`src/design/vga_text_pkg.sv`:
```
`default_nettype none

package vga_text_pkg;

    // horizontal timing in pixel clocks
    localparam int h_visible    = 640;
    localparam int h_sync_start = 656;
    localparam int h_sync_end   = 752;
    localparam int h_total      = 800;

    // vertical timing in lines
    localparam int v_visible    = 480;
    localparam int v_sync_start = 490;
    localparam int v_sync_end   = 492;
    localparam int v_total      = 525;

    // character grid
    localparam int cols    = 80;
    localparam int rows    = 30;
    localparam int glyph_w = 8;
    localparam int glyph_h = 16;

    // video ram map
    localparam int cell_base  = 0;
    localparam int cell_count = 2400;
    localparam int glyph_base = 2560;
    localparam int first_code = 32;
    localparam int last_code  = 127;
    localparam int vram_depth = 4096;

    typedef logic [11:0] vram_addr_t;
    typedef logic [7:0]  byte_t;
    typedef logic [9:0]  coord_t;
    typedef logic [15:0] apb_addr_t;
    typedef logic [31:0] apb_data_t;

endpackage

`default_nettype wire
```
`src/design/vram_arbiter.sv`:
```
`default_nettype none
`timescale 1ns/1ps

module vram_arbiter
    import vga_text_pkg::*;
(
    input  logic       clk_25M,
    input  logic       rst,
    input  logic       scan_req,
    input  vram_addr_t scan_addr,
    input  logic       apb_req,
    input  vram_addr_t apb_addr,
    input  logic       apb_we,
    input  byte_t      apb_wdata,
    output logic       apb_gnt,
    output logic       ram_en,
    output logic       ram_we,
    output vram_addr_t ram_addr,
    output byte_t      ram_wdata
);

    // scan fetcher always wins, apb takes the leftover cycles
    always_comb begin
        apb_gnt   = 1'b0;
        ram_en    = 1'b0;
        ram_we    = 1'b0;
        ram_addr  = scan_addr;
        ram_wdata = apb_wdata;
        if (scan_req) begin
            ram_en = 1'b1;
        end else if (apb_req) begin
            apb_gnt  = 1'b1;
            ram_en   = 1'b1;
            ram_we   = apb_we;
            ram_addr = apb_addr;
        end
    end

endmodule

`default_nettype wire

```
`config.mk`:
```
export PLATFORM = sky130hd
export DESIGN_NAME = vram_arbiter
export DESIGN_NICKNAME = d
export VERILOG_FILES = /design/src/design/vga_text_pkg.sv /design/src/design/vram_arbiter.sv
export SDC_FILE = /design/constraint.sdc
export NUM_CORES = 1
export LEC_CHECK = 0
export ABC_AREA = 1
export BUFFER_PORTS_ARGS = -buffer_cell sky130_fd_sc_hd__clkbuf_2
export CORE_AREA = 8 8 45 47
export DETAILED_ROUTE_END_ITERATION = 12
export DIE_AREA = 0 0 53 55
export PLACE_DENSITY = 0.84
export SLEW_MARGIN = 40
export SYNTH_ARGS = -nofsm -noshare
export SYNTH_HDL_FRONTEND = slang
export SYNTH_SLANG_ARGS = --single-unit
```
`constraint.sdc`:
```
create_clock -name vclk -period 1.05
set_clock_uncertainty 0.05 [all_clocks]
set_input_delay 0.315 -clock vclk [all_inputs]
set_output_delay 0.315 -clock vclk [all_outputs]
set_load 0.02 [all_outputs]
```
==> summary.md <==
| Metric | Value |
|---|---|
| Run status | finished with violations |
| Failing checks | negative setup slack |
| I/O Buffers | 42 |
| Initial Utilization | 19.08% |
| Core Rows | 14 |
| Die Width | 53 microns |
| Internal power | 268.7 uW |
| Nets | 131 |
| Drc violations | 0 |
| Routed wire per std cell | 15.21 microns |
| Vias in the first global route | 564 |
| Initial antenna violation count | 0 |
| Vias | 489 |
| Final period utilization | 123.8% |
| Slew margin rel. | 91.53% |
| Layout sequential cell count | 0 |
| Syn. warnings | 0 |
| Seq. cell area | 0 sq um |
| Hold_sp | apb_wdata[6] |
| Final ANT Viol Nets | 0 |
| Worst-Margin Slew | 0.1268 ns |
| Dpl hpwl | 1184 microns |
| Vias per cell | 4.528 |
| Drt first-iter violations | 0 |
| Critical path peak fanout | 8 |
| Most common cell after layout, fill and taps aside | clkbuf_2 |
| Die footprint | 2915 sq um |
| CP required | 0.68 ns |
| Clock power frac | 0% |
| Tot GR Track Use | 10.68% |
| Crit path launch type | input pin |
| DRT Wirelength | 1643 microns |
| Fraction of layout cells with a size suffix above 1 | 100.0% |
| Critical path class | input pin to output port |
| Util after Layout | 75.50% |
| Final slew viol count | 0 |
| RD Place Congestion | 0.7117 |
| Final instance area | 1045 sq um |
| Fmax | 769.6 MHz |
| Combinational share of power | 100.0% |
| Sw Ratio | 48.63% |
| Hold Path Class | input pin to output port |
| Count of maximum capacitance violations | 0 |
| Pin count of the biggest net entering global routing | 9 |
| Net Sw Power | 254.3 uW |
| First-pass GRT wire length | 2470 microns |
| Cts-stage hold buffer count | 0 |
| GRT overflow | 0 |
| Syn Area/Cell | 4.981 sq um |
| Worst hold endpoint | ram_wdata[6] |
| Synth cell types | 8 |
| Fill cells | 91 |
| Clock buffer count | 0 |
| Die Y | 55 microns |
| Post-Syn Instances | 53 |
| Setup-failing EPs final | 15 |
| Min Clock Period, post-route | 1.299 ns |
| Syn_nets | 90 |
| First-pass iteration count of the detailed router | 1 |
| Post-Syn Area | 264.0 sq um |
| Most frequent cells in the layout | clkbuf_2 (25), nand2_4 (20), buf_8 (15), nand3_4 (10), nand2_2 (5) |
| Max IR drop VDD | 273.2 uV |
| Final worst-path setup slack | -0.2494 ns |
| Arrival time worst endpoint | 0.93 ns |
| Ports | 60 |
| Layout area overhead | 295.7% |
| Hold Path Depth | 0 |
| Pwr dens | 500.6 nW/um^2 |
| Core ar. | 1384 sq um |
| Placed cell areas | 653.1 sq um |
| CP Capture Type | output port |
| Leak | 0.4840 nW |
| Sequential fraction of the synthesis area | 0% |
| Final hold vios | 0 |
| Flop pwr share | 0% |
| N_diodes | 0 |
| RSZ-0062 raised after global routing | true |
-- cells in the mapped netlist, drive strengths merged --
cell   number  area (sq um)
inv         2         7.510
or2         1         6.260
nand2      26         100.1
nor2        1         3.750
buf        11         86.33
nand3      12         60.06
-- logic make-up after synthesis --
family,share of synthesized area [%]
buffers and inverters,35.55
and+or+nand+nor,64.46
-- timing repair --
| action | CTS | global route |
|---|---|---|
| endpoints found under the setup margin | 15 | 15 |
| gates resized for setup | 56 | 30 |
| pin swaps | 6 | 4 |
| cloned | 1 | 0 |
| setup buffers | 1 | 0 |
-- power groups by stage --
stage / clock (mW) / sequential, mW / combinational [mW]
floorplan: 0 / 0 / 0.243
CTS: 0 / 0 / 0.462
detailed placement: 0 / 0 / 0.331
global placement: 0 / 0 / 0.324
global route: 0 / 0 / 0.551
finish: 0 / 0 / 0.523
-- per-layer routing --
metal	global-route usage, %	wire [microns]	up-vias
met5	0	0	-
met4	0.8621	4	0
met3	3.476	199	2
met2	22.07	989	24
met1	10.26	450	222
li1	-	-	241
-- metrics by stage --
step,setup TNS (ns),power [mW],worst slack (ns),std cells,hold slack [ns]
floorplan,-0.08610,0.2425,-0.01072,53,0.6124
detailed placement,-5.264,0.3306,-0.3834,106,0.5801
global placement,-5.081,0.3243,-0.3724,106,0.5801
global route,-3.642,0.5508,-0.2755,108,0.5800
CTS,-3.432,0.4617,-0.2583,108,0.5801
finish,-3.298,0.5230,-0.2494,108,0.5800
-- final cells by class --
class	instances	area, sq um	area share, %
tap	16	20.02	1.916
timing repair buffer	49	489.2	46.83
multi-input combinational	41	509.2	48.74
inverter	2	26.28	2.515
-- critical path, cell delays in order --
cell and delay, ns:
clkbuf_16 0.14, inv_16 0.08, buf_12 0.15, nand3_4 0.08
nand2_4 0.06, buf_8 0.10
-- worst max path at each step --
stage                  start     endpoint  slack (ns)
finish              scan_req  ram_addr[4]       -0.25
global route        scan_req  ram_addr[4]       -0.28
CTS                 scan_req  ram_addr[7]       -0.26
detailed placement  scan_req  ram_addr[0]       -0.38
global placement    scan_req  ram_addr[0]       -0.37
floorplan           scan_req  ram_addr[1]       -0.01
Note: power is estimated with default switching activity, not from simulation.
