<file path="config.mk">
export PLATFORM = sky130hd
export DESIGN_NAME = apb_vram_port
export DESIGN_NICKNAME = d
export VERILOG_FILES = /design/src/design/vga_text_pkg.sv /design/src/design/apb_vram_port.sv
export SDC_FILE = /design/constraint.sdc
export NUM_CORES = 1
export LEC_CHECK = 0
export BUFFER_PORTS_ARGS = -buffer_cell sky130_fd_sc_hd__buf_2
export CORE_MARGIN = 2
export CORE_UTILIZATION = 24
export CTS_CLUSTER_SIZE = 20
export DETAILED_ROUTE_END_ITERATION = 10
export HOLD_SLACK_MARGIN = 0.02
export PLACE_DENSITY = 0.86
export SYNTH_ARGS = -nofsm -noshare
export SYNTH_HDL_FRONTEND = slang
export SYNTH_SLANG_ARGS = --single-unit
</file>
<file path="constraint.sdc">
create_clock -name clk_25M -period 2.2 [get_ports clk_25M]
set_input_delay 0.44 -clock clk_25M [delete_from_list [all_inputs] [get_ports clk_25M]]
set_output_delay 0.44 -clock clk_25M [all_outputs]
set_load 0.02 [all_outputs]
</file>
<file path="src/design/vga_text_pkg.sv">
`default_nettype none

package vga_text_pkg;

    // horizontal timing in pixel clocks
    localparam int h_visible    = 640;
    localparam int h_sync_start = 656;
    localparam int h_sync_end   = 752;
    localparam int h_total      = 800;

    // vertical timing in lines
    localparam int v_visible    = 480;
    localparam int v_sync_start = 490;
    localparam int v_sync_end   = 492;
    localparam int v_total      = 525;

    // character grid
    localparam int cols    = 80;
    localparam int rows    = 30;
    localparam int glyph_w = 8;
    localparam int glyph_h = 16;

    // video ram map
    localparam int cell_base  = 0;
    localparam int cell_count = 2400;
    localparam int glyph_base = 2560;
    localparam int first_code = 32;
    localparam int last_code  = 127;
    localparam int vram_depth = 4096;

    typedef logic [11:0] vram_addr_t;
    typedef logic [7:0]  byte_t;
    typedef logic [9:0]  coord_t;
    typedef logic [15:0] apb_addr_t;
    typedef logic [31:0] apb_data_t;

endpackage

`default_nettype wire
</file>
<file path="src/design/apb_vram_port.sv">
`default_nettype none
`timescale 1ns/1ps

module apb_vram_port
    import vga_text_pkg::*;
(
    input  logic       clk_25M,
    input  logic       rst,
    input  logic       psel,
    input  logic       penable,
    input  logic       pwrite,
    input  apb_addr_t  paddr,
    input  apb_data_t  pwdata,
    output logic       pready,
    output apb_data_t  prdata,
    output logic       pslverr,
    output logic       apb_req,
    output vram_addr_t apb_addr,
    output logic       apb_we,
    output byte_t      apb_wdata,
    input  logic       apb_gnt,
    input  byte_t      rdata
);

    logic access;
    logic mapped;
    logic granted;

    assign access = psel & penable;

    // cell region or glyph region, the gap between them is unmapped
    assign mapped = (paddr >= apb_addr_t'(cell_base)
                     && paddr < apb_addr_t'(cell_base + cell_count))
                 || (paddr >= apb_addr_t'(glyph_base)
                     && paddr < apb_addr_t'(vram_depth));

    // request stays up until the arbiter grants it
    assign apb_req   = access & mapped & ~granted;
    assign apb_addr  = vram_addr_t'(paddr);
    assign apb_we    = pwrite;
    assign apb_wdata = pwdata[7:0];

    always_ff @(posedge clk_25M or posedge rst) begin
        if (rst) begin
            granted <= 1'b0;
        end else begin
            granted <= apb_gnt;
        end
    end

    // unmapped accesses finish at once with an error
    assign pslverr = access & ~mapped;
    assign pready  = granted | pslverr;

    // ram read data is valid in the cycle after the grant
    always_comb begin
        prdata = '0;
        if (granted && !pwrite) begin
            prdata = apb_data_t'(rdata);
        end
    end

endmodule

`default_nettype wire

</file>
==> metrics.txt <==
status=completed; post_cts resized=0; Startpoint Class=primary input; slowest cell delay on critical path=0.52 ns; GRT Util Overall=0.0601; RSZ-0062 raised after global routing=no; Fin Hold WS=0.273 ns; Finished Core Util=0.253; register area share after synthesis=0.0508; Post-Route WL=948 µm; Max Slew Vio Count=0; Crit path depth=5; worst path bufs/invs=2; number of synthesized flops with an enable pin=0; Diodes inserted=0; clk slew on worst S/H paths=0 ns; post-synthesis cell area=493 µm²; Die H=49.3 µm; crit-path leading delay family=simple AND/OR/NAND/NOR gates; pin count of the biggest net entering global routing=9; first-iteration detailed-routing DRC count=0; CP arrival=1.56 ns; max-cap violations=0; WL/cell=8.39 µm; initial core utilization=0.254; Biggest register=granted; Port Buffer Count=43; DR vias/cell=3.35; initial antenna violation count=0; FMAX=500 MHz; synth unique cells=14; Non-Filler Instances=113; #FFs+latches synth=1; Setup crit end=apb_req; gr ovfl total=0; most instantiated cells after synthesis=45 x buf_4, 8 x and2_1; CP endpoint kind=output port; pwr dens=260 nW/µm²; drt pass-1 iters=1; Die Area=2430 µm²; Yosys warnings=0; CP dominant cell by count=buf_2; final setup fails=0; Fill cells=233; CP required=1.76 ns; setup ws final=0.200 ns; NumNets Final=150; top_reg_cell synth=dfrtp_1; DP Cell Count=113; Vias=378; top-count cell post-synth=buf_4; LEAKAGE=0.323 nW; Area contributors post-synth=buf_4 69%, and2_1 10%, dfrtp_1 5.1%, nor3b_2 2.5%, or4_4 2.3%; Die W=49.3 µm; Final Power=128 µW; # IOs=118; crit-path max FO=3; detailed placer's ending HPWL=895 µm; slowest stage cell, crit path=or4_4; fin crit share=0.909; Post-CTS Setup Inserts=0; worst setup path start=paddr[15]; Peak VDD IR=0.104 mV; cell area after layout=490 µm²; CP Class=in -> out; core area=1940 µm²; Synth area leader=buf_4; min-delay worst type=in -> async; Placed Area=490 µm²; synth-to-layout area growth=-0.508%; critical path cell sequence=buf_2 -> or4_4 -> a21oi_2 -> nor3b_2 -> buf_2; Period minus WS final=2.00 ns; GPL Wtd Cong=0.523; DRC=0; Setup TNS=0 ns; CTS Hold Bufs=0; vias in the first global route=293; final hold vios=0; Post-Synthesis Cells=65; max FFs per register=1; ANT nets after route=0; first-pass GRT wire length=1190 µm; Synth top area share=0.685; Post-Synthesis Mean Instance Area=7.58 µm²; pre-CTS setup slack=0.183 ns; largest registers=granted: 1 flops; Site Rows=16; async set-reset flop share out of synthesis=1.00; layout cell share with drive strength beyond 1=0.547
[logic make-up after synthesis]
kind of cell           count (synthesis)  share of synthesized area
other                                  1                    0.00761
AND/OR/NAND/NOR                       14                      0.198
buffers and inverters                 46                      0.693
AO/OA/AOI/OAI                          3                     0.0508
flip-flops                             1                     0.0508
[routing by layer]
metal	share of wire	vias up	routed length, µm	track usage
met1	0.32	158	303	0.0516
met2	0.50	45	477	0.131
met4	0	0	0	0.00476
li1	-	175	-	-
met5	0	-	0	0
met3	0.18	0	167	0.0215
[worst min-delay path by stage]
stage	startpoint	to	slack (ns)	depth (start not counted)
floorplan	rst	granted	0.17	1
global placement	rst	granted	0.27	2
detailed placement	rst	granted	0.28	2
CTS	rst	granted	0.28	2
global route	rst	granted	0.28	2
finish	rst	granted	0.27	2
[cells in the final DEF, fill, tap and decap left out]
| cell type | instances |
|---|---|
| inv_1 | 1 |
| o21bai_1 | 1 |
| buf_2 | 43 |
| nor2b_1 | 1 |
| or4_4 | 1 |
| and2_1 | 8 |
| dfrtp_1 | 1 |
| nor4bb_1 | 1 |
| nor3b_2 | 1 |
| nor2_1 | 1 |
| conb_1 | 24 |
| nand2_1 | 1 |
| a21oi_2 | 1 |
| a21o_2 | 1 |
[area by class of cell]
class / instances / area (µm²) / share of cell area
inverters: 1 / 3.75 / 0.00765
multi-input cells: 41 / 213 / 0.434
well taps: 27 / 33.8 / 0.0689
repair buffers: 43 / 215 / 0.439
flip-flops and latches: 1 / 25.0 / 0.0510
[report_power, final]
group | switching [mW] | leakage [nW] | internal, mW
sequential | 0.00120 | 0.0117 | 0.0197
clock | 0 | 0 | 0
combinational | 0.0744 | 0.312 | 0.0323
total | 0.0756 | 0.323 | 0.0520
Note: power is estimated with default switching activity, not from simulation.
