**src/design/vga_text_pkg.sv**
```systemverilog
`default_nettype none

package vga_text_pkg;

    // horizontal timing in pixel clocks
    localparam int h_visible    = 640;
    localparam int h_sync_start = 656;
    localparam int h_sync_end   = 752;
    localparam int h_total      = 800;

    // vertical timing in lines
    localparam int v_visible    = 480;
    localparam int v_sync_start = 490;
    localparam int v_sync_end   = 492;
    localparam int v_total      = 525;

    // character grid
    localparam int cols    = 80;
    localparam int rows    = 30;
    localparam int glyph_w = 8;
    localparam int glyph_h = 16;

    // video ram map
    localparam int cell_base  = 0;
    localparam int cell_count = 2400;
    localparam int glyph_base = 2560;
    localparam int first_code = 32;
    localparam int last_code  = 127;
    localparam int vram_depth = 4096;

    typedef logic [11:0] vram_addr_t;
    typedef logic [7:0]  byte_t;
    typedef logic [9:0]  coord_t;
    typedef logic [15:0] apb_addr_t;
    typedef logic [31:0] apb_data_t;

endpackage

`default_nettype wire
```
**src/design/vga_timing.sv**
```systemverilog
`default_nettype none
`timescale 1ns/1ps

module vga_timing
    import vga_text_pkg::*;
(
    input  logic   clk_25M,
    input  logic   rst,
    output coord_t hcount,
    output coord_t vcount,
    output logic   hsync,
    output logic   vsync,
    output logic   de
);

    logic line_end;
    logic frame_end;

    assign line_end  = (hcount == coord_t'(h_total - 1));
    assign frame_end = (vcount == coord_t'(v_total - 1));

    // pixel counter within the line
    always_ff @(posedge clk_25M or posedge rst) begin
        if (rst) begin
            hcount <= '0;
        end else if (line_end) begin
            hcount <= '0;
        end else begin
            hcount <= hcount + 1'b1;
        end
    end

    // line counter, steps once per line
    always_ff @(posedge clk_25M or posedge rst) begin
        if (rst) begin
            vcount <= '0;
        end else if (line_end) begin
            if (frame_end) begin
                vcount <= '0;
            end else begin
                vcount <= vcount + 1'b1;
            end
        end
    end

    // sync pulses are active high
    assign hsync = (hcount >= coord_t'(h_sync_start)) && (hcount < coord_t'(h_sync_end));
    assign vsync = (vcount >= coord_t'(v_sync_start)) && (vcount < coord_t'(v_sync_end));
    assign de    = (hcount < coord_t'(h_visible)) && (vcount < coord_t'(v_visible));

endmodule

`default_nettype wire

```
**config.mk**
```make
export PLATFORM = sky130hd
export DESIGN_NAME = vga_timing
export DESIGN_NICKNAME = d
export VERILOG_FILES = /design/src/design/vga_text_pkg.sv /design/src/design/vga_timing.sv
export SDC_FILE = /design/constraint.sdc
export NUM_CORES = 1
export LEC_CHECK = 0
export ABC_AREA = 1
export BUFFER_PORTS_ARGS = -buffer_cell sky130_fd_sc_hd__buf_2
export CORE_MARGIN = 3
export CORE_UTILIZATION = 34
export DETAILED_ROUTE_END_ITERATION = 7
export GPL_ROUTABILITY_DRIVEN = 0
export PLACE_DENSITY_LB_ADDON = 0.12
export SYNTH_ARGS = -nofsm -noshare
export SYNTH_HDL_FRONTEND = slang
export SYNTH_SLANG_ARGS = --single-unit
```
**constraint.sdc**
```tcl
create_clock -name clk_25M -period 2.61 [get_ports clk_25M]
set_input_delay 0.261 -clock clk_25M [delete_from_list [all_inputs] [get_ports clk_25M]]
set_output_delay 0.261 -clock clk_25M [all_outputs]
set_load 0.05 [all_outputs]
```
==> impl_metrics.json, run 1 <==
{
  "synthToLayoutAreaGrowth_pct": 16.7,
  "postSynthAreaPerCell_sq_um": 7.93,
  "path_delay_family": "buffers and inverters",
  "synth_seq_cells": 20,
  "synth_top_family_by_area": "simple AND/OR/NAND/NOR gates",
  "avgRoutedWirePerCell_um": 11.8,
  "slew_headroom_pct": 48.6,
  "pin_count": 25,
  "io_buffers": 24,
  "clk_pin_slew_ns": 0.12,
  "r2r_slack_ns": 1.02,
  "clockRootBuffer": "clkbuf_4",
  "wirelength_um": 2680,
  "peakVddDrop_uv": 255,
  "synthMuxAreaShare_pct": 0,
  "drt_iter0_drc": 49,
  "grt_pass1_vias": 984,
  "fmax_ghz": 0.517,
  "n_antenna_cell": 0,
  "first_pass_iters": 5,
  "required_ns": 2.35,
  "rr_endpoint": "vcount[4]",
  "vias": 1068,
  "finalSetupViolations": 0,
  "h-tree-depth": 1,
  "critPathLaunchType": "register",
  "power.density_mw_per_mm2": 350,
  "rows": 21,
  "crit_fanout": 4,
  "drc": 0,
  "cts_tree": "done",
  "yosys.cell_types.count": 25,
  "crit_type": "reg -> out",
  "ant_nets": 0,
  "cts_setup_buffers": 0,
  "ys_warn_count": 0,
  "setup_tns_ns": 0,
  "tightest_slew_ns": 0.770,
  "path_depth": 5,
  "cts_buffer_depth": 2,
  "hold_ws_ns": 0.0716,
  "critical_path.endpoint_type": "output port",
  "start_util_pct": 36.0,
  "cts_sinks": 20,
  "synth_xor_area_share_pct": 4.28,
  "mappedNetlistArea_sq_mm": 0.00123,
  "total_leakage_power_nw": 0.703,
  "r2r_cells": 7,
  "r2r-start": "hcount[0]",
  "ys_seq_area_share_pct": 40.7,
  "grt_pass1_wl_um": 4620,
  "maxCapViolations": 0,
  "cts.repair.resized": 0,
  "grt-ovfl-total": 0,
  "grt_max_degree": 21,
  "grt.total_usage_pct": 13.7,
  "synth_cells": 155,
  "core-area_sq_mm": 0.00342,
  "place_inst": 224,
  "final_net_count": 190,
  "synth_compound_area_share_pct": 7.84,
  "antenna_found_initial": 0,
  "synth_fp_nets": 162,
  "cts_buffers": 3,
  "rsz0062_at_grt": "no",
  "critPathSlowestCell": "dfrtp_1",
  "layout.cells.non_filler": 228,
  "hold_viol_final": 0,
  "skew_ns": 0.00560,
  "cts_hold_buffers": 0,
  "critPathBufInv": 2,
  "slew_violations": 0,
  "yosys.area_share.adder_pct": 5.09,
  "die-width_um": 66.1,
  "final_common_cell": "nand2_1",
  "arrival_ns": 1.67,
  "die_h_um": 66.1,
  "status": "finished clean",
  "fp.dieArea_sq_mm": 0.00437,
  "n_fill_cell": 374,
  "final_cell_mix": "nand2_1, nor2_1, buf_2",
  "crit_chain": "inv_1 -> ha_1 -> o21ai_0 -> nor4_2 -> buf_2",
  "viasPerCell": 4.68,
  "crit_start": "vcount[0]",
  "fin_crit_sh_pct": 74.2,
  "hpwl_um": 2130,
  "finalCriticalPeriod_ns": 1.94,
  "max_stage_delay_ns": 0.43,
  "final_layout_size_suffix_gt1_share_pct": 23.6,
  "synthSimpleGateAreaFrac_pct": 33.5,
  "hold_class": "in -> async",
  "clock_latency_ns": 0.31
}
==> area by class of cell <==
class	instances	area (sq um)	share of cell area, %
inverter	24	90.1	6.28
sequential	20	500	34.9
tap	46	57.6	4.01
multi-input combinational	110	629	43.9
timing repair buffer	24	120	8.38
clock buffer	4	36.3	2.53
==> how the worst max path moves through the flow <==
| stage | endpoint |
|---|---|
| 2_1_floorplan | hsync |
| 3_3_place_gp | vsync |
| 3_5_place_dp | vsync |
| 4_1_cts | vsync |
| 5_1_grt | vsync |
| 6_report | vsync |
==> through the flow <==
step           power, W  setup WS [ns]  area [sq um]  util, %
3_3_place_gp   0.000323           1.05          1400     40.9
3_5_place_dp   0.000323           1.01          1400     40.9
6_report       0.000502          0.674          1430     42.0
5_1_grt        0.000522          0.533          1430     42.0
2_1_floorplan  0.000320          0.299          1230        -
4_1_cts        0.000512          0.637          1430     42.0
==> synthesized netlist by cell type, drive strengths merged <==
library cell  count  share of area, %
o21ai            11               5.4
inv              24               7.3
xor2              5               3.6
nor3              3               2.1
nor3b             1              0.61
xnor2             1              0.71
a21oi             3               1.2
ha                5               5.1
a211oi            1              0.61
dfrtp            20                41
nor4              1              0.51
nand4             6               3.1
o21bai            1              0.61
nand3            15               7.3
nor2             28                11
nand2            29               9.3
buf               1               1.2
==> sequential cells by signal, summed over array words and instances, names as in the netlist <==
name,count
vcount,10
hcount,10
==> where the power goes <==
group	switching, W	internal, W
clock network	0.000100	0.0000851
logic	0.00000603	0.000000601
registers	0	0.000310
total	0.000106	0.000395
==> worst register-to-register path, stage by stage, from the launching register on <==
cell     delay [ns]
dfrtp_1        0.42
ha_1           0.25
nand2_2        0.10
nor2_4         0.12
nand3_2        0.09
nor2_4         0.30
nand4_1        0.14
o21ai_0        0.11
==> layer usage <==
layer,share of wire (%),vias to the layer above,track usage (%)
met4,0.45,0,1.52
met1,49,490,19.0
met3,5.0,2,3.74
met5,0,-,0
met2,45,25,21.8
li1,-,551,-
==> logic make-up after synthesis <==
| logic type | count (synthesis) |
|---|---|
| AND/OR/NAND/NOR | 83 |
| buffers and inverters | 25 |
| flip-flops | 20 |
| AO/OA/AOI/OAI | 16 |
| adder cells (fa/ha/maj) | 5 |
| XOR/XNOR | 6 |
No activity file was read; power rests on OpenSTA's default activity.
==> run 2, diff against run 1 <==
clock period = 1.7 ns   (was 2.61 ns; I/O delays follow)
==> run 2 against run 1 <==
Effect of this change:
- combinational power grew 110%
- clock skew shrank 0.0034 ns
- sequential cell count unchanged
==> impl_metrics.json, run 2 (same netlist as run 1, synthesis figures left out) <==
{
  "critPathSlowestCell": "dfrtp_1",
  "crit_fanout": 4,
  "critPathLaunchType": "register",
  "h-tree-depth": 1,
  "tightest_slew_ns": 0.338,
  "hold_viol_final": 0,
  "crit_start": "vcount[9]",
  "antenna_found_initial": 0,
  "core-area_sq_mm": 0.00342,
  "wirelength_um": 2930,
  "maxCapViolations": 0,
  "p_total_w": 0.000732,
  "cts_buffer_depth": 2,
  "fin_crit_sh_pct": 95.2,
  "n_antenna_cell": 0,
  "skew_ns": 0.00217,
  "grt_pass1_vias": 1076,
  "final_common_cell": "nand2_1",
  "crit_chain": "inv_2 -> nand4_1 -> nor4_4 -> buf_6",
  "first_pass_iters": 4,
  "finalCriticalPeriod_ns": 1.62,
  "fmax_ghz": 0.618,
  "io_buffers": 24,
  "final_net_count": 194,
  "final_layout_size_suffix_gt1_share_pct": 31.2,
  "drt_iter0_drc": 53,
  "crit_type": "reg -> out",
  "grt-ovfl-total": 0,
  "top_regs": "hcount (10), vcount (10)",
  "grt_pass1_wl_um": 5000,
  "clk_pin_slew_ns": 0.11,
  "rr_endpoint": "vcount[4]",
  "final_cell_mix": "nand2_1, nor2_1, inv_1, buf_2, dfrtp_1",
  "clockRootBuffer": "clkbuf_4",
  "wl_met3_um": 162,
  "avgRoutedWirePerCell_um": 12.6,
  "start_util_pct": 36.0,
  "ant_nets": 0,
  "fp.dieArea_sq_mm": 0.00437,
  "vias": 1108,
  "cts_tree": "done",
  "synthToLayoutAreaGrowth_pct": 22.5,
  "met2_length_um": 1320,
  "routed.top_layer": "met4",
  "hold_class": "in -> async",
  "peakVddDrop_uv": 479,
  "critical_path.endpoint_type": "output port",
  "power.density_mw_per_mm2": 486,
  "clock_latency_ns": 0.30,
  "cts_buffers": 3,
  "r2r_cells": 7,
  "max_stage_delay_ns": 0.44,
  "drc": 0,
  "grt_max_degree": 21,
  "r2r_slack_ns": 0.16,
  "slew_violations": 0,
  "die-width_um": 66.1,
  "viasPerCell": 4.78,
  "arrival_ns": 1.45,
  "grt.total_usage_pct": 14.8,
  "required_ns": 1.53,
  "hpwl_um": 2240,
  "total_leakage_power_nw": 0.729,
  "pin_count": 25,
  "r2r-start": "hcount[0]",
  "wl_met1_um": 1430,
  "hold_ws_ns": 0.419,
  "finalSetupViolations": 0,
  "cts_sinks": 20,
  "slew_headroom_pct": 77.4,
  "rsz0062_at_grt": "yes",
  "rows": 21,
  "die_h_um": 66.1,
  "status": "finished clean"
}
-- run 2: routing by layer --
layer  track usage, %  vias up
met5                0        -
met3             3.91        2
met4             3.05        0
met1             19.4      514
li1                 -      563
met2             24.3       29
-- run 2: how the worst max path moves through the flow --
stage | to | slack [ns] | cells past startpoint
4_1_cts | hsync | 0.005 | 4
6_report | vsync | 0.08 | 4
2_1_floorplan | vsync | -0.07 | 2
3_3_place_gp | vcount[4] | 0.21 | 7
3_5_place_dp | vcount[1] | 0.19 | 7
5_1_grt | hsync | -0.01 | 4
-- run 2: power breakdown --
part	internal, W	switching [W]	total, W
clock network	0.0000915	0.000151	0.000243
registers	0.000475	0	0.000475
logic	0.00000400	0.0000100	0.0000140
-- run 2: final cells by class --
class | instances | area, sq um
clock buffers | 4 | 26.3
inverters | 24 | 90.1
repair buffers | 28 | 164
flip-flops and latches | 20 | 509
multi-input cells | 110 | 658
well taps | 46 | 57.6
fillers | 371 | 1910
-- run 2: worst max-delay path: cells and delay by family, from the launching register on --
kind                   cells  cell delay, ns
flip-flops                 1            0.44
AND/OR/NAND/NOR            2            0.39
buffers and inverters      2            0.31
-- run 2: stage by stage --
stage	setup WS [ns]	instances	area [sq um]	setup TNS (ns)	util (%)
after floorplan	-0.0718	155	1260	-0.0718	-
after global placement	0.214	226	1440	0	42.2
after detailed placement	0.192	226	1440	0	42.2
after CTS	0.00479	231	1490	0	43.5
after global routing	-0.0142	232	1510	-0.0142	44.1
final	0.0824	232	1510	0	44.1
-- run 2: timing repair --
action / 4_1_cts / 5_1_grt
hold endpoints to repair: 20 / 0
resized for setup: 5 / 9
setup buffers: 0 / 1
setup endpoints to repair: 2 / 3
hold buffers: 1 / 0
