<file path="config.mk">
export PLATFORM = sky130hd
export DESIGN_NAME = text_scan_fetch
export DESIGN_NICKNAME = d
export VERILOG_FILES = /design/src/design/vga_text_pkg.sv /design/src/design/text_scan_fetch.sv
export SDC_FILE = /design/constraint.sdc
export NUM_CORES = 1
export LEC_CHECK = 0
export BUFFER_PORTS_ARGS = -buffer_cell sky130_fd_sc_hd__buf_4
export CAP_MARGIN = 20
export CELL_PAD_IN_SITES_DETAIL_PLACEMENT = 0
export CELL_PAD_IN_SITES_GLOBAL_PLACEMENT = 1
export CORE_MARGIN = 4
export CORE_UTILIZATION = 30
export CTS_CLUSTER_DIAMETER = 120
export DETAILED_ROUTE_END_ITERATION = 6
export PLACE_DENSITY = 0.72
export SKIP_CTS_REPAIR_TIMING = 1
export SYNTH_ARGS = -nofsm -noshare
export SYNTH_HDL_FRONTEND = slang
export SYNTH_SLANG_ARGS = --single-unit
</file>
<file path="constraint.sdc">
create_clock -name clk_25M -period 8.2 [get_ports clk_25M]
set_input_delay 0.41 -clock clk_25M [delete_from_list [all_inputs] [get_ports clk_25M]]
set_output_delay 0.41 -clock clk_25M [all_outputs]
set_load 0.005 [all_outputs]
</file>
<file path="src/design/vga_text_pkg.sv">
`default_nettype none

package vga_text_pkg;

    // horizontal timing in pixel clocks
    localparam int h_visible    = 640;
    localparam int h_sync_start = 656;
    localparam int h_sync_end   = 752;
    localparam int h_total      = 800;

    // vertical timing in lines
    localparam int v_visible    = 480;
    localparam int v_sync_start = 490;
    localparam int v_sync_end   = 492;
    localparam int v_total      = 525;

    // character grid
    localparam int cols    = 80;
    localparam int rows    = 30;
    localparam int glyph_w = 8;
    localparam int glyph_h = 16;

    // video ram map
    localparam int cell_base  = 0;
    localparam int cell_count = 2400;
    localparam int glyph_base = 2560;
    localparam int first_code = 32;
    localparam int last_code  = 127;
    localparam int vram_depth = 4096;

    typedef logic [11:0] vram_addr_t;
    typedef logic [7:0]  byte_t;
    typedef logic [9:0]  coord_t;
    typedef logic [15:0] apb_addr_t;
    typedef logic [31:0] apb_data_t;

endpackage

`default_nettype wire
</file>
<file path="src/design/text_scan_fetch.sv">
`default_nettype none
`timescale 1ns/1ps

module text_scan_fetch
    import vga_text_pkg::*;
(
    input  logic       clk_25M,
    input  logic       rst,
    input  coord_t     hcount,
    input  coord_t     vcount,
    input  logic       hsync_in,
    input  logic       vsync_in,
    input  logic       de_in,
    output logic       scan_req,
    output vram_addr_t scan_addr,
    input  byte_t      rdata,
    output logic       pixel,
    output logic       hsync,
    output logic       vsync,
    output logic       de
);

    logic [2:0] slot;
    coord_t     win;
    coord_t     next_col;
    coord_t     next_line;
    coord_t     fetch_line;
    coord_t     cell_row;
    logic [3:0] glyph_row;
    logic       fetch_valid;
    byte_t      code;
    byte_t      code_off;
    logic       code_ok;
    vram_addr_t cell_addr;
    vram_addr_t glyph_addr;
    byte_t      next_row;
    byte_t      shift;

    // position inside the 8-clock window and the window index
    assign slot = hcount[2:0];
    assign win  = hcount / coord_t'(glyph_w);

    assign next_line = (vcount == coord_t'(v_total - 1)) ? '0 : vcount + 1'b1;

    // last window of a line prefetches column 0 of the following line
    always_comb begin
        if (win == coord_t'(h_total / glyph_w - 1)) begin
            next_col   = '0;
            fetch_line = next_line;
        end else begin
            next_col   = win + 1'b1;
            fetch_line = vcount;
        end
    end

    assign cell_row    = fetch_line / coord_t'(glyph_h);
    assign glyph_row   = 4'(fetch_line % coord_t'(glyph_h));
    assign fetch_valid = (next_col < coord_t'(cols)) && (cell_row < coord_t'(rows));

    assign cell_addr = vram_addr_t'(cell_base)
                     + vram_addr_t'(cell_row) * vram_addr_t'(cols)
                     + vram_addr_t'(next_col);

    assign code_off   = code - byte_t'(first_code);
    assign glyph_addr = vram_addr_t'(glyph_base)
                      + vram_addr_t'(code_off) * vram_addr_t'(glyph_h)
                      + vram_addr_t'(glyph_row);

    // codes without a glyph show as blank
    assign code_ok = fetch_valid
                   && (code >= byte_t'(first_code))
                   && (code <= byte_t'(last_code));

    // slot 0 reads the cell, slot 2 reads the glyph row
    always_comb begin
        scan_req  = 1'b0;
        scan_addr = cell_addr;
        if (slot == 3'd0) begin
            if (fetch_valid) begin
                scan_req = 1'b1;
            end
        end else if (slot == 3'd2) begin
            scan_addr = glyph_addr;
            if (code_ok) begin
                scan_req = 1'b1;
            end
        end
    end

    // cell code arrives one cycle after the slot 0 read
    always_ff @(posedge clk_25M) begin
        if (slot == 3'd1) begin
            code <= rdata;
        end
    end

    // glyph row arrives in slot 3
    always_ff @(posedge clk_25M or posedge rst) begin
        if (rst) begin
            next_row <= '0;
        end else if (slot == 3'd3) begin
            if (code_ok) begin
                next_row <= rdata;
            end else begin
                next_row <= '0;
            end
        end
    end

    // msb first, loaded at the window boundary
    always_ff @(posedge clk_25M or posedge rst) begin
        if (rst) begin
            shift <= '0;
        end else if (slot == 3'd7) begin
            shift <= next_row;
        end else begin
            shift <= {shift[6:0], 1'b0};
        end
    end

    // pixel and syncs of the same counter value leave together
    always_ff @(posedge clk_25M or posedge rst) begin
        if (rst) begin
            pixel <= 1'b0;
            hsync <= 1'b0;
            vsync <= 1'b0;
            de    <= 1'b0;
        end else begin
            pixel <= de_in & shift[7];
            hsync <= hsync_in;
            vsync <= vsync_in;
            de    <= de_in;
        end
    end

endmodule

`default_nettype wire

</file>
==> flow_summary.rst, run 1 <==
.. list-table::
   :header-rows: 1

   * - Metric
     - Value
   * - Result of the run
     - finished, final reports clean
   * - Detailed placer's ending HPWL
     - around 4 mm
   * - Netlist area before placement
     - around 0.0021 sq mm
   * - Setup_tns
     - 0 ns
   * - Area delta synth->final
     - 23.5%
   * - Type of element launching the critical path
     - input port
   * - Fillers
     - 708
   * - Effective utilization at floorplan
     - a little under a third
   * - Post-DR vias/cell
     - approximately 4.7
   * - Number of synthesis warnings
     - 0
   * - Placeable core region
     - 0.00687 sq mm
   * - Worst-Margin Slew
     - roughly 0.75 ns
   * - Data arrival time of the critical path
     - 4.24 ns
   * - Clock tree from TritonCTS
     - yes
   * - Clock skew
     - 0.00382 ns
   * - Most used cell along the critical path
     - sky130_fd_sc_hd__ha_1
   * - Source-to-sink clock delay at the later pin of the worst-skew pair
     - 0.27 ns
   * - Clock buffers created by TritonCTS
     - 3
   * - Average wire length per cell after detail routing
     - 12.9 microns
   * - Delay-heaviest family, CP
     - simple AND/OR/NAND/NOR gates
   * - Required time of the critical path
     - 7.79 ns
   * - Highest-delay cell along the critical path
     - sky130_fd_sc_hd__nor3_1
   * - Deepest clock path buffer count
     - 2
   * - Total number of vias
     - 1792
   * - Worst-path clk slew
     - 0.09 ns
   * - Post-synthesis sequential element count
     - 28
   * - Minimum clock period
     - 4.65 ns
   * - Max Fclk
     - 215 MHz
   * - Number of diodes added for antenna fixing
     - 0
   * - Worst-case vdd ir drop
     - 0.0960 mV
   * - Largest stage delay on the critical path
     - between 0.5 and 0.6 ns
   * - Leak
     - 0.00123 uW
   * - Site Rows
     - 30
   * - Relative slew slack
     - 49.7%
   * - TritonRoute pass-1 iters
     - 4
   * - Layout cell share with drive strength beyond 1
     - 23.3%
   * - Die span in x
     - a little over 90 microns
   * - Seq. cell area
     - 741 sq um
   * - Top cell type's share of synthesized area
     - about a quarter
   * - Crit-path cells
     - buf_4 > ha_1 > nand4bb_4 > nor3_1 > nand2_1 > or3_1 > a21boi_0 > ha_1 > ha_1 > ha_1 > o21ai_0 > o21ai_0 > nor4b_1 > xnor2_1 > nand3_1 > o221ai_1 > buf_4
   * - Layout Utilization
     - 38.6%
   * - H-tree lvl count
     - 1
   * - Clk Tree Root Cell
     - sky130_fd_sc_hd__clkbuf_8
   * - Routability congestion estimate
     - 0.778
   * - Area of the multi-input gates
     - 0.00129 sq mm
   * - Most used flip-flop cell after synthesis
     - sky130_fd_sc_hd__dfrtp_1
   * - Total Routed Length
     - 4.91 mm
   * - Number of max-slew violations in the final report
     - 0
   * - I/O pin total
     - 50
   * - Proportion of synthesized chip area in sequential cells
     - 34.5%
   * - Global-route wire length before repair
     - 8.42 mm
   * - Initial antenna violation count
     - 0
   * - Overall global routing resource usage
     - 11.7%
   * - Maxcap violations
     - 0
   * - Kind of capture point of the worst setup path
     - output pin
   * - Total design power
     - 337 uW
   * - Number of synthesized flops with an enable pin
     - 8
   * - Mapped Avg Cell Area
     - 9.10 sq um
   * - Maximum number of pins on one net before global-route repair
     - 21
   * - Number of clock sinks
     - 28
   * - Bufs and invs on worst path
     - 2
   * - Power per cell area
     - ~130 mW/mm^2
   * - Initial drt markers
     - 37
   * - Vias in the first global route
     - 1809
   * - Final hold violation count
     - 0
   * - Die footprint
     - 0.00858 sq mm
   * - Ys async rst share
     - 71.4%
   * - Residual antenna-violating net count after detailed routing
     - 0
   * - Worst Path Class, Setup
     - in -> out
   * - Buffers added on ports
     - 49
   * - Total grt overflow
     - 0
   * - Class of the most critical hold timing path
     - in -> reg
   * - Instance count of the mapped netlist
     - 236
   * - Area leader, netlist
     - sky130_fd_sc_hd__dfrtp_1
   * - RSZ-0062 raised after global routing
     - false
   * - Setup-violating endpoint count in the final report
     - 0
   * - Count of distinct cell types in the synthesized netlist
     - 49
   * - Worst-path fanout max
     - 7
   * - Biggest area contributors in the synthesized netlist
     - sky130_fd_sc_hd__dfrtp_1 (23%), sky130_fd_sc_hd__edfxtp_1 (11%), sky130_fd_sc_hd__ha_1 (9.9%)
   * - Chip height
     - 92.6 microns
   * - Detailed-route DRC error count
     - 0
   * - Period Utilization, post-route
     - 56.8%
   * - Post-Syn Nets
     - ~290
   * - Net count, final
     - ~340
layout by cell type, fill, tap and decap left out, drive strengths merged, types with 9 or more instances in the layout:
cell type and n:
nor2 15, buf 50, a21oi 12, xnor2 11, o21ai 10, inv 23
o31ai 9, nand2 31, ha 17, xor2 9, dfrtp 20
final timing paths:
kind / from / end / slack, ns / cells past startpoint
min: vsync_in / vsync / 0.25 / 1
max reg2reg: code[5] / next_row[1] / 6.94 / 4
min reg2reg: next_row[3] / next_row[3] / 0.48 / 2
min in group asynchronous: rst / hsync / 0.27 / 2
max in group asynchronous: rst / pixel / 7.46 / 2
max: hcount[3] / scan_addr[11] / 3.55 / 17
sequential cells by signal, indices dropped and copies added, names as in the netlist:
register	cells
next_row	8
hsync	1
code	8
de	1
pixel	1
shift	8
vsync	1
per-stage QoR:
step / setup slack (ns) / area (sq um) / std cells / hold WS [ns]
detailed placement: 3.56 / 2610 / 375 / 0.455
finish: 3.55 / 2650 / 379 / 0.246
global route: 3.06 / 2650 / 379 / 0.237
global placement: 3.67 / 2610 / 375 / 0.453
CTS: 3.56 / 2650 / 379 / 0.241
floorplan: 4.21 / 2150 / 236 / 0.374
metal layers:
layer / track usage (%) / vias to the layer above / routed length (microns)
met5: 0 / - / 0
met4: 2.20 / 0 / 12
met3: 1.71 / 2 / 273
met2: 21.1 / 40 / 2370
met1: 14.9 / 816 / 2250
li1: - / 934 / -
report_power, final:
| group | leakage, uW | switching [uW] | internal, uW |
|---|---|---|---|
| clock | 0.0000228 | 39.4 | 34.7 |
| sequential | 0.000343 | 2.56 | 150 |
| combinational | 0.000862 | 55.2 | 55.2 |
| total | 0.00123 | 97.2 | 240 |
logic make-up (layout without fill, tap and decap cells):
logic type | Yosys count | in the layout | share of synthesized area, %
compound gates | 45 | 45 | 13.9
fa+ha+maj | 19 | 19 | 11.8
xor+xnor | 20 | 20 | 8.15
flops | 28 | 28 | 34.5
buf+inv | 30 | 77 | 5.65
mux | 8 | 8 | 4.14
simple gates | 86 | 86 | 22.0
cell usage after synthesis (2+ instances only):
cell / number
sky130_fd_sc_hd__nand2_1: 31
sky130_fd_sc_hd__inv_1: 23
sky130_fd_sc_hd__dfrtp_1: 20
sky130_fd_sc_hd__ha_1: 17
sky130_fd_sc_hd__nor2_1: 15
sky130_fd_sc_hd__a21oi_1: 12
sky130_fd_sc_hd__xnor2_1: 11
sky130_fd_sc_hd__o21ai_0: 10
sky130_fd_sc_hd__o31ai_1: 9
sky130_fd_sc_hd__xor2_1: 9
sky130_fd_sc_hd__edfxtp_1: 8
sky130_fd_sc_hd__nand3_1: 8
sky130_fd_sc_hd__mux2_2: 7
sky130_fd_sc_hd__nand4_1: 5
sky130_fd_sc_hd__clkbuf_1: 4
sky130_fd_sc_hd__nand4b_1: 4
sky130_fd_sc_hd__a211oi_1: 3
sky130_fd_sc_hd__and3_1: 3
sky130_fd_sc_hd__nor3_1: 3
sky130_fd_sc_hd__and2_1: 2
sky130_fd_sc_hd__fa_1: 2
sky130_fd_sc_hd__or3_1: 2
sky130_fd_sc_hd__or4_1: 2
final cells by class:
| type | instances | area share [%] |
|---|---|---|
| inverters | 23 | 3.25 |
| well taps | 96 | 4.53 |
| clock buffers | 4 | 1.70 |
| flip-flops and latches | 28 | 27.9 |
| repair buffers | 50 | 14.1 |
| multi-input cells | 178 | 48.5 |
No activity file was read; power rests on OpenSTA's default activity.
==> inputs of run 2 (changes only) <==
--- a/config.mk
+++ b/config.mk
@@ -5,6 +5,7 @@
 export SDC_FILE = /design/constraint.sdc
 export NUM_CORES = 1
 export LEC_CHECK = 0
+export ABC_AREA = 1
 export BUFFER_PORTS_ARGS = -buffer_cell sky130_fd_sc_hd__buf_4
 export CAP_MARGIN = 20
 export CELL_PAD_IN_SITES_DETAIL_PLACEMENT = 0
@@ -13,7 +14,7 @@
 export CORE_UTILIZATION = 30
 export CTS_CLUSTER_DIAMETER = 120
 export DETAILED_ROUTE_END_ITERATION = 6
-export PLACE_DENSITY = 0.72
+export PLACE_DENSITY = 0.76
 export SKIP_CTS_REPAIR_TIMING = 1
 export SYNTH_ARGS = -nofsm -noshare
 export SYNTH_HDL_FRONTEND = slang
==> constraint.sdc (replaced) <==
create_clock -name clk_25M -period 3.8 [get_ports clk_25M]
set_input_delay 0.19 -clock clk_25M [delete_from_list [all_inputs] [get_ports clk_25M]]
set_output_delay 0.19 -clock clk_25M [all_outputs]
set_load 0.005 [all_outputs]
==> run 2 against run 1 <==
  * Via count rose by 11%
  * Combinational power rose by 120%
  * Clock skew rose by 0.0067 ns
  * Largest power group unchanged
==> flow_summary.rst, run 2 <==
.. list-table::
   :header-rows: 1

   * - Metric
     - Value
   * - Layout cell share with drive strength beyond 1
     - 26.2%
   * - Period Utilization, post-route
     - 89.6%
   * - Post-DR vias/cell
     - between 4 and 5
   * - Power per cell area
     - approximately 260 mW/mm^2
   * - Effective utilization at floorplan
     - 31.4%
   * - Worst-path clk slew
     - 0.09 ns
   * - Clock tree from TritonCTS
     - yes
   * - Clk Tree Root Cell
     - sky130_fd_sc_hd__clkbuf_8
   * - Chip height
     - 95.9 microns
   * - Biggest area contributors in the synthesized netlist
     - sky130_fd_sc_hd__dfrtp_1 (22%), sky130_fd_sc_hd__nand2_1 (13%), sky130_fd_sc_hd__edfxtp_1 (10%)
   * - Die span in x
     - 95.9 microns
   * - Result of the run
     - finished, final reports clean
   * - Number of max-slew violations in the final report
     - 0
   * - Total Routed Length
     - 5.15 mm
   * - Total number of vias
     - 1991
   * - Routability congestion estimate
     - between 0.8 and 0.9
   * - Detailed placer's ending HPWL
     - around 4.3 mm
   * - Overall global routing resource usage
     - a little under an eighth
   * - Worst-case vdd ir drop
     - 0.325 mV
   * - Setup_tns
     - 0 ns
   * - Top cell type's share of synthesized area
     - 21.6%
   * - Type of element launching the critical path
     - input port
   * - Deepest clock path buffer count
     - 2
   * - I/O pin total
     - 50
   * - Die footprint
     - 0.00919 sq mm
   * - Total grt overflow
     - 0
   * - Number of diodes added for antenna fixing
     - 0
   * - Placeable core region
     - around 0.0074 sq mm
   * - Number of synthesis warnings
     - 0
   * - Maxcap violations
     - 0
   * - Area leader, netlist
     - sky130_fd_sc_hd__dfrtp_1
   * - Detailed-route DRC error count
     - 0
   * - Number of synthesized flops with an enable pin
     - 8
   * - Dominant cell by count in the synthesized netlist
     - sky130_fd_sc_hd__nand2_1
   * - Post-synthesis sequential element count
     - 28
   * - Kind of capture point of the worst setup path
     - output pin
   * - Placed inst area
     - around 0.0028 sq mm
   * - Leak
     - ~0.0016 uW
   * - Average wire length per cell after detail routing
     - between 10 and 15 microns
   * - Source-to-sink clock delay at the later pin of the worst-skew pair
     - between 0.2 and 0.3 ns
   * - Global-route wire length before repair
     - 8.71 mm
   * - H-tree lvl count
     - 1
   * - Class of the most critical hold timing path
     - in -> async
   * - Top cells by count, synth
     - sky130_fd_sc_hd__nand2_1 (81), sky130_fd_sc_hd__inv_1 (45), sky130_fd_sc_hd__nor2_1 (24), sky130_fd_sc_hd__dfrtp_1 (20), sky130_fd_sc_hd__ha_1 (17)
   * - Number of clock sinks
     - 28
   * - TritonRoute pass-1 iters
     - 4
   * - Vias in the first global route
     - 1965
   * - Final hold violation count
     - 0
   * - Mapped Avg Cell Area
     - 7.72 sq um
   * - Post-route cell area
     - 0.00287 sq mm
   * - Most used flip-flop cell after synthesis
     - sky130_fd_sc_hd__dfrtp_1
   * - Clock skew
     - 0.0105 ns
   * - Initial drt markers
     - 42
   * - Proportion of synthesized chip area in sequential cells
     - about a third
   * - Largest registers in the final layout
     - code: 8 flops, next_row: 8 flops, shift: 8 flops
   * - Setup-violating endpoint count in the final report
     - 0
   * - Commonest non-fill, non-tap cell in the layout
     - sky130_fd_sc_hd__nand2_1
   * - Worst Path Class, Setup
     - in -> out
   * - Required time of the critical path
     - about 3.6 ns
   * - Minimum clock period
     - 3.40 ns
   * - Max Fclk
     - 294 MHz
   * - Ys async rst share
     - 71.4%
   * - Netlist area before placement
     - around 0.0023 sq mm
   * - Area delta synth->final
     - 24.0%
   * - Instance count of the mapped netlist
     - 300
   * - Data arrival time of the critical path
     - 3.21 ns
   * - Relative slew slack
     - 51.3%
   * - Worst-Margin Slew
     - 0.730 ns
   * - Buffers added on ports
     - 49
   * - Residual antenna-violating net count after detailed routing
     - 0
   * - Worst-path fanout max
     - 10
   * - Initial antenna violation count
     - 0
   * - RSZ-0062 raised after global routing
     - false
   * - Count of distinct cell types in the synthesized netlist
     - 34
   * - Post-Syn Nets
     - approximately 350
   * - Maximum number of pins on one net before global-route repair
     - 21
   * - Clock buffers created by TritonCTS
     - 3
   * - Most frequent cells in the layout
     - sky130_fd_sc_hd__nand2_1 (81), sky130_fd_sc_hd__buf_4 (53), sky130_fd_sc_hd__inv_1 (45)
   * - Site Rows
     - 31
   * - Net count, final
     - 408
==> run 2: cell count changes in the layout (fill, tap and decap cells not counted), sizes merged, moves of 3 or more <==
| cell | delta |
|---|---|
| buf | +3 |
| nor2 | +15 |
| nand3 | +14 |
| and3 | -3 |
| o31ai | -9 |
| a21oi | -8 |
| nand2 | +55 |
| xnor2 | -6 |
| a211oi | -3 |
| nand4 | +8 |
| nand4b | -4 |
| inv | +28 |
==> run 2: per-layer routing <==
layer  vias up  track usage [%]  part of all wire, %
li1       1071                -                    -
met1       892             14.7                   46
met2        24             21.3                   50
met3         4             2.03                  3.0
met4         0             2.13                 0.80
met5         -                0                    0
==> run 2: cell families after synthesis <==
kind of cell / share of synthesized area (%)
compound gates: 5.62
xor+xnor: 4.92
fa+ha+maj: 10.9
buf+inv: 9.35
flops: 32.0
mux: 3.40
simple gates: 33.8
==> run 2: per-stage QoR <==
| step | instances | utilization, % | total power, uW | worst slack (ns) | hold WS (ns) |
|---|---|---|---|---|---|
| finish | 454 | 39.0 | 734 | 0.395 | 0.0261 |
| global route | 454 | 39.0 | 793 | 0.0132 | 0.00692 |
| CTS | 450 | 38.6 | 746 | 0.257 | 0.0182 |
| detailed placement | 446 | 37.9 | 584 | 0.252 | 0.301 |
| global placement | 446 | 37.9 | 582 | 0.394 | 0.299 |
| floorplan | 300 | - | 476 | 0.796 | 0.154 |
==> run 2: worst max-delay path, stage by stage <==
cell	delay, ns
sky130_fd_sc_hd__buf_4	0.13
sky130_fd_sc_hd__ha_1	0.25
sky130_fd_sc_hd__inv_2	0.07
sky130_fd_sc_hd__nor2_2	0.03
sky130_fd_sc_hd__nand3_2	0.08
sky130_fd_sc_hd__buf_4	0.23
sky130_fd_sc_hd__nand2_1	0.07
sky130_fd_sc_hd__nand2_1	0.10
sky130_fd_sc_hd__inv_1	0.08
sky130_fd_sc_hd__ha_1	0.30
sky130_fd_sc_hd__ha_1	0.23
sky130_fd_sc_hd__fa_1	0.56
sky130_fd_sc_hd__nand2_1	0.07
sky130_fd_sc_hd__inv_1	0.07
sky130_fd_sc_hd__nand4_1	0.08
sky130_fd_sc_hd__nand3_1	0.10
sky130_fd_sc_hd__nand2_1	0.07
sky130_fd_sc_hd__nor2_1	0.15
sky130_fd_sc_hd__nand3_1	0.09
sky130_fd_sc_hd__nand3_1	0.08
sky130_fd_sc_hd__nand2_1	0.06
sky130_fd_sc_hd__buf_4	0.13
==> run 2: layout make-up <==
| cell class | instances | area [sq um] |
|---|---|---|
| Clock buffer | 4 | 45.0 |
| Fill cell | 792 | 4500 |
| Inverter | 52 | 201 |
| Multi-Input combinational cell | 217 | 1360 |
| Sequential cell | 28 | 741 |
| Tap cell | 99 | 124 |
| Timing Repair Buffer | 54 | 403 |
==> run 2: final timing paths <==
path	depth (start not counted)	from	endpoint	slack (ns)
worst min-delay path	2	rst	de	0.03
worst max-delay path	22	hcount[3]	scan_addr[11]	0.40
worst max register to register	4	code[5]	next_row[4]	2.59
worst min register to register	2	shift[7]	pixel	0.46
min in group clk_25M	1	de_in	de	0.03
max in group asynchronous	2	rst	next_row[1]	3.30
==> run 2: power breakdown <==
part,switching [uW],internal (uW),total [uW]
combinational,131,116,247
clock,84.8,75.0,160
sequential,4.32,323,327
total,220,514,734
==> inputs of run 3 (changes only) <==
--- a/config.mk
+++ b/config.mk
@@ -6,7 +6,7 @@
 export NUM_CORES = 1
 export LEC_CHECK = 0
 export ABC_AREA = 1
-export BUFFER_PORTS_ARGS = -buffer_cell sky130_fd_sc_hd__buf_4
+export BUFFER_PORTS_ARGS = -buffer_cell sky130_fd_sc_hd__buf_2
 export CAP_MARGIN = 20
 export CELL_PAD_IN_SITES_DETAIL_PLACEMENT = 0
 export CELL_PAD_IN_SITES_GLOBAL_PLACEMENT = 1
@@ -16,6 +16,7 @@
 export DETAILED_ROUTE_END_ITERATION = 6
 export PLACE_DENSITY = 0.76
 export SKIP_CTS_REPAIR_TIMING = 1
+export SLEW_MARGIN = 30
 export SYNTH_ARGS = -nofsm -noshare
 export SYNTH_HDL_FRONTEND = slang
 export SYNTH_SLANG_ARGS = --single-unit
==> run 3 against run 2 <==
  * Setup slack improved by 0.015 ns
  * Maximum frequency rose by 0.43%
  * Clock-buffer cell count did not move
  * Worst hold slack got worse by 0.0064 ns
  * Register-to-register slack barely moved
  * First-iteration DRC count rose by 57%
  * Power fell by 0.76%
  * Global-route usage barely moved
  * Highest routed layer unchanged
  * Final cell count fell by 0.22%
  * Largest cell class unchanged
  * Non-clock buffer count fell by 1
==> flow_summary.rst, run 3 (synthesis results as in run 2) <==
.. list-table::
   :header-rows: 1

   * - Metric
     - Value
   * - Result of the run
     - finished, final reports clean
   * - Total grt overflow
     - 0
   * - Worst-path clk slew
     - 0.09 ns
   * - Worst-path fanout max
     - 10
   * - Detailed-route DRC error count
     - 0
   * - Class of the most critical hold timing path
     - in -> reg
   * - Minimum clock period
     - 3.39 ns
   * - Detailed placer's ending HPWL
     - 4.31 mm
   * - Number of diodes added for antenna fixing
     - 0
   * - Most frequent cells in the layout
     - sky130_fd_sc_hd__nand2_1 (81), sky130_fd_sc_hd__buf_2 (49), sky130_fd_sc_hd__inv_1 (45)
   * - Site Rows
     - 31
   * - Worst r2r src
     - code[5]
   * - Clock power frac
     - between 20% and 30%
   * - Clock buffers created by TritonCTS
     - 3
   * - Part of the total power dissipated in combinational logic
     - 30.6%
   * - Final hold violation count
     - 0
   * - Overall global routing resource usage
     - roughly an eighth
   * - Setup_tns
     - 0 ns
   * - Deepest clock path buffer count
     - 2
   * - Kind of capture point of the worst setup path
     - output pin
   * - Fraction of power spent switching nets
     - 30.2%
   * - Setup-violating endpoint count in the final report
     - 0
   * - Net switching power
     - 220 uW
   * - Data arrival time of the critical path
     - 3.20 ns
   * - Chip height
     - 95.9 microns
   * - RSZ-0062 raised after global routing
     - false
   * - Worst-case vdd ir drop
     - 0.226 mV
   * - Maxcap violations
     - 0
   * - R2R depth
     - 4
   * - Clock skew
     - 0.00194 ns
   * - Total number of vias
     - 2020
   * - Count of non-filler cells in the finished layout
     - 453
   * - Clock tree from TritonCTS
     - yes
   * - Number of max-slew violations in the final report
     - 0
   * - Design internal power
     - 509 uW
   * - Leak
     - ~0.0015 uW
   * - WHS Path Cells
     - 1
   * - Relative slew slack
     - between 50% and 60%
   * - Largest registers in the final layout
     - code: 8 flops, next_row: 8 flops, shift: 8 flops
   * - Worst setup path end
     - scan_addr[11]
   * - Global-route wire length before repair
     - between 8 and 9 mm
   * - Worst Path Class, Setup
     - in -> out
   * - Die footprint
     - 0.00919 sq mm
   * - Die span in x
     - 95.9 microns
   * - Routability congestion estimate
     - 0.791
   * - Period Utilization, post-route
     - 89.2%
   * - R2R Path End
     - next_row[4]
   * - Average wire length per cell after detail routing
     - 11.3 microns
   * - TritonRoute pass-1 iters
     - 4
   * - Buffers added on ports
     - 49
   * - Initial drt markers
     - 66
   * - Vias in the first global route
     - ~1900
   * - H-tree lvl count
     - 1
   * - Required time of the critical path
     - 3.61 ns
   * - Power per cell area
     - 264 mW/mm^2
   * - Internal reg-to-reg setup slack
     - roughly 2.6 ns
   * - Source-to-sink clock delay at the later pin of the worst-skew pair
     - 0.27 ns
   * - Layout cell share with drive strength beyond 1
     - between 20% and 30%
   * - Type of element launching the critical path
     - input port
   * - Clk Tree Root Cell
     - sky130_fd_sc_hd__clkbuf_8
   * - I/O pin total
     - 50
   * - Commonest non-fill, non-tap cell in the layout
     - sky130_fd_sc_hd__nand2_1
   * - Residual antenna-violating net count after detailed routing
     - 0
   * - Total Routed Length
     - roughly 5.1 mm
   * - Total design power
     - 728 uW
   * - Net count, final
     - 407
   * - Portion of total power attributed to sequential cells
     - 44.9%
   * - Number of clock sinks
     - 28
   * - Fillers
     - 799
   * - Area delta synth->final
     - 19.3%
   * - Placeable core region
     - 0.00737 sq mm
   * - Maximum number of pins on one net before global-route repair
     - 21
   * - Initial antenna violation count
     - 0
   * - Worst-Margin Slew
     - roughly 0.73 ns
   * - Max Fclk
     - between 200 and 300 MHz
   * - Layout Utilization
     - 37.5%
   * - Post-DR vias/cell
     - 4.46
   * - Launch point of the worst path
     - hcount[3]
   * - Cell count after placement
     - 446
   * - Effective utilization at floorplan
     - 31.4%
## run 3: area by class of cell
type | instances | area, sq um | area share, %
multi-input combinational | 217 | 1360 | 49.4
sequential | 28 | 741 | 26.8
timing repair buffer | 53 | 278 | 10.1
inverter | 52 | 201 | 7.29
tap | 99 | 124 | 4.48
clock buffer | 4 | 55.1 | 1.99
## run 3: how the worst min path moves through the flow
stage	start	to	slack, ns
after global routing	hsync_in	hsync	0.006
after floorplan	rst	de	0.15
after global placement	hsync_in	hsync	0.30
final	hsync_in	hsync	0.02
after detailed placement	vsync_in	vsync	0.30
after CTS	vsync_in	vsync	0.01
## run 3: power by group through the flow
stage                     registers [uW]  clock network [uW]  logic [uW]
final                                327                 178         223
after global routing                 329                 199         260
after CTS                            327                 185         227
after detailed placement             334                   0         226
after global placement               333                   0         223
after floorplan                      333                   0         143
## run 3: critical path: stages
cell and delay [ns]:
sky130_fd_sc_hd__buf_2 0.13, sky130_fd_sc_hd__ha_1 0.25, sky130_fd_sc_hd__inv_2 0.07, sky130_fd_sc_hd__nor2_2 0.03
sky130_fd_sc_hd__nand3_2 0.08, sky130_fd_sc_hd__clkinvlp_4 0.17, sky130_fd_sc_hd__nand2_1 0.10, sky130_fd_sc_hd__nand2_1 0.06
sky130_fd_sc_hd__nand2_2 0.10, sky130_fd_sc_hd__inv_1 0.07, sky130_fd_sc_hd__ha_1 0.27, sky130_fd_sc_hd__ha_1 0.22
sky130_fd_sc_hd__fa_1 0.56, sky130_fd_sc_hd__nand2_1 0.06, sky130_fd_sc_hd__inv_1 0.07, sky130_fd_sc_hd__nand4_1 0.08
sky130_fd_sc_hd__nand3_1 0.10, sky130_fd_sc_hd__nand2_1 0.08, sky130_fd_sc_hd__nor2_1 0.14, sky130_fd_sc_hd__nand3_1 0.09
sky130_fd_sc_hd__nand3_1 0.08, sky130_fd_sc_hd__nand2_1 0.06, sky130_fd_sc_hd__buf_2 0.12
## run 3: stage by stage
stage	hold WS, ns	cell area, sq um	setup slack (ns)
6_report	0.0197	2760	0.410
5_1_grt	0.00594	2760	0.0192
2_1_floorplan	0.154	2320	0.796
3_5_place_dp	0.300	2680	0.301
4_1_cts	0.0114	2730	0.312
3_3_place_gp	0.298	2670	0.401
## run 3: metal layers
layer | track usage, % | up-vias | part of all wire (%)
met5 | 0 | - | 0
met4 | 1.42 | 0 | 0.62
met3 | 1.64 | 4 | 1.9
met2 | 20.3 | 25 | 50
met1 | 16.1 | 924 | 47
li1 | - | 1067 | -
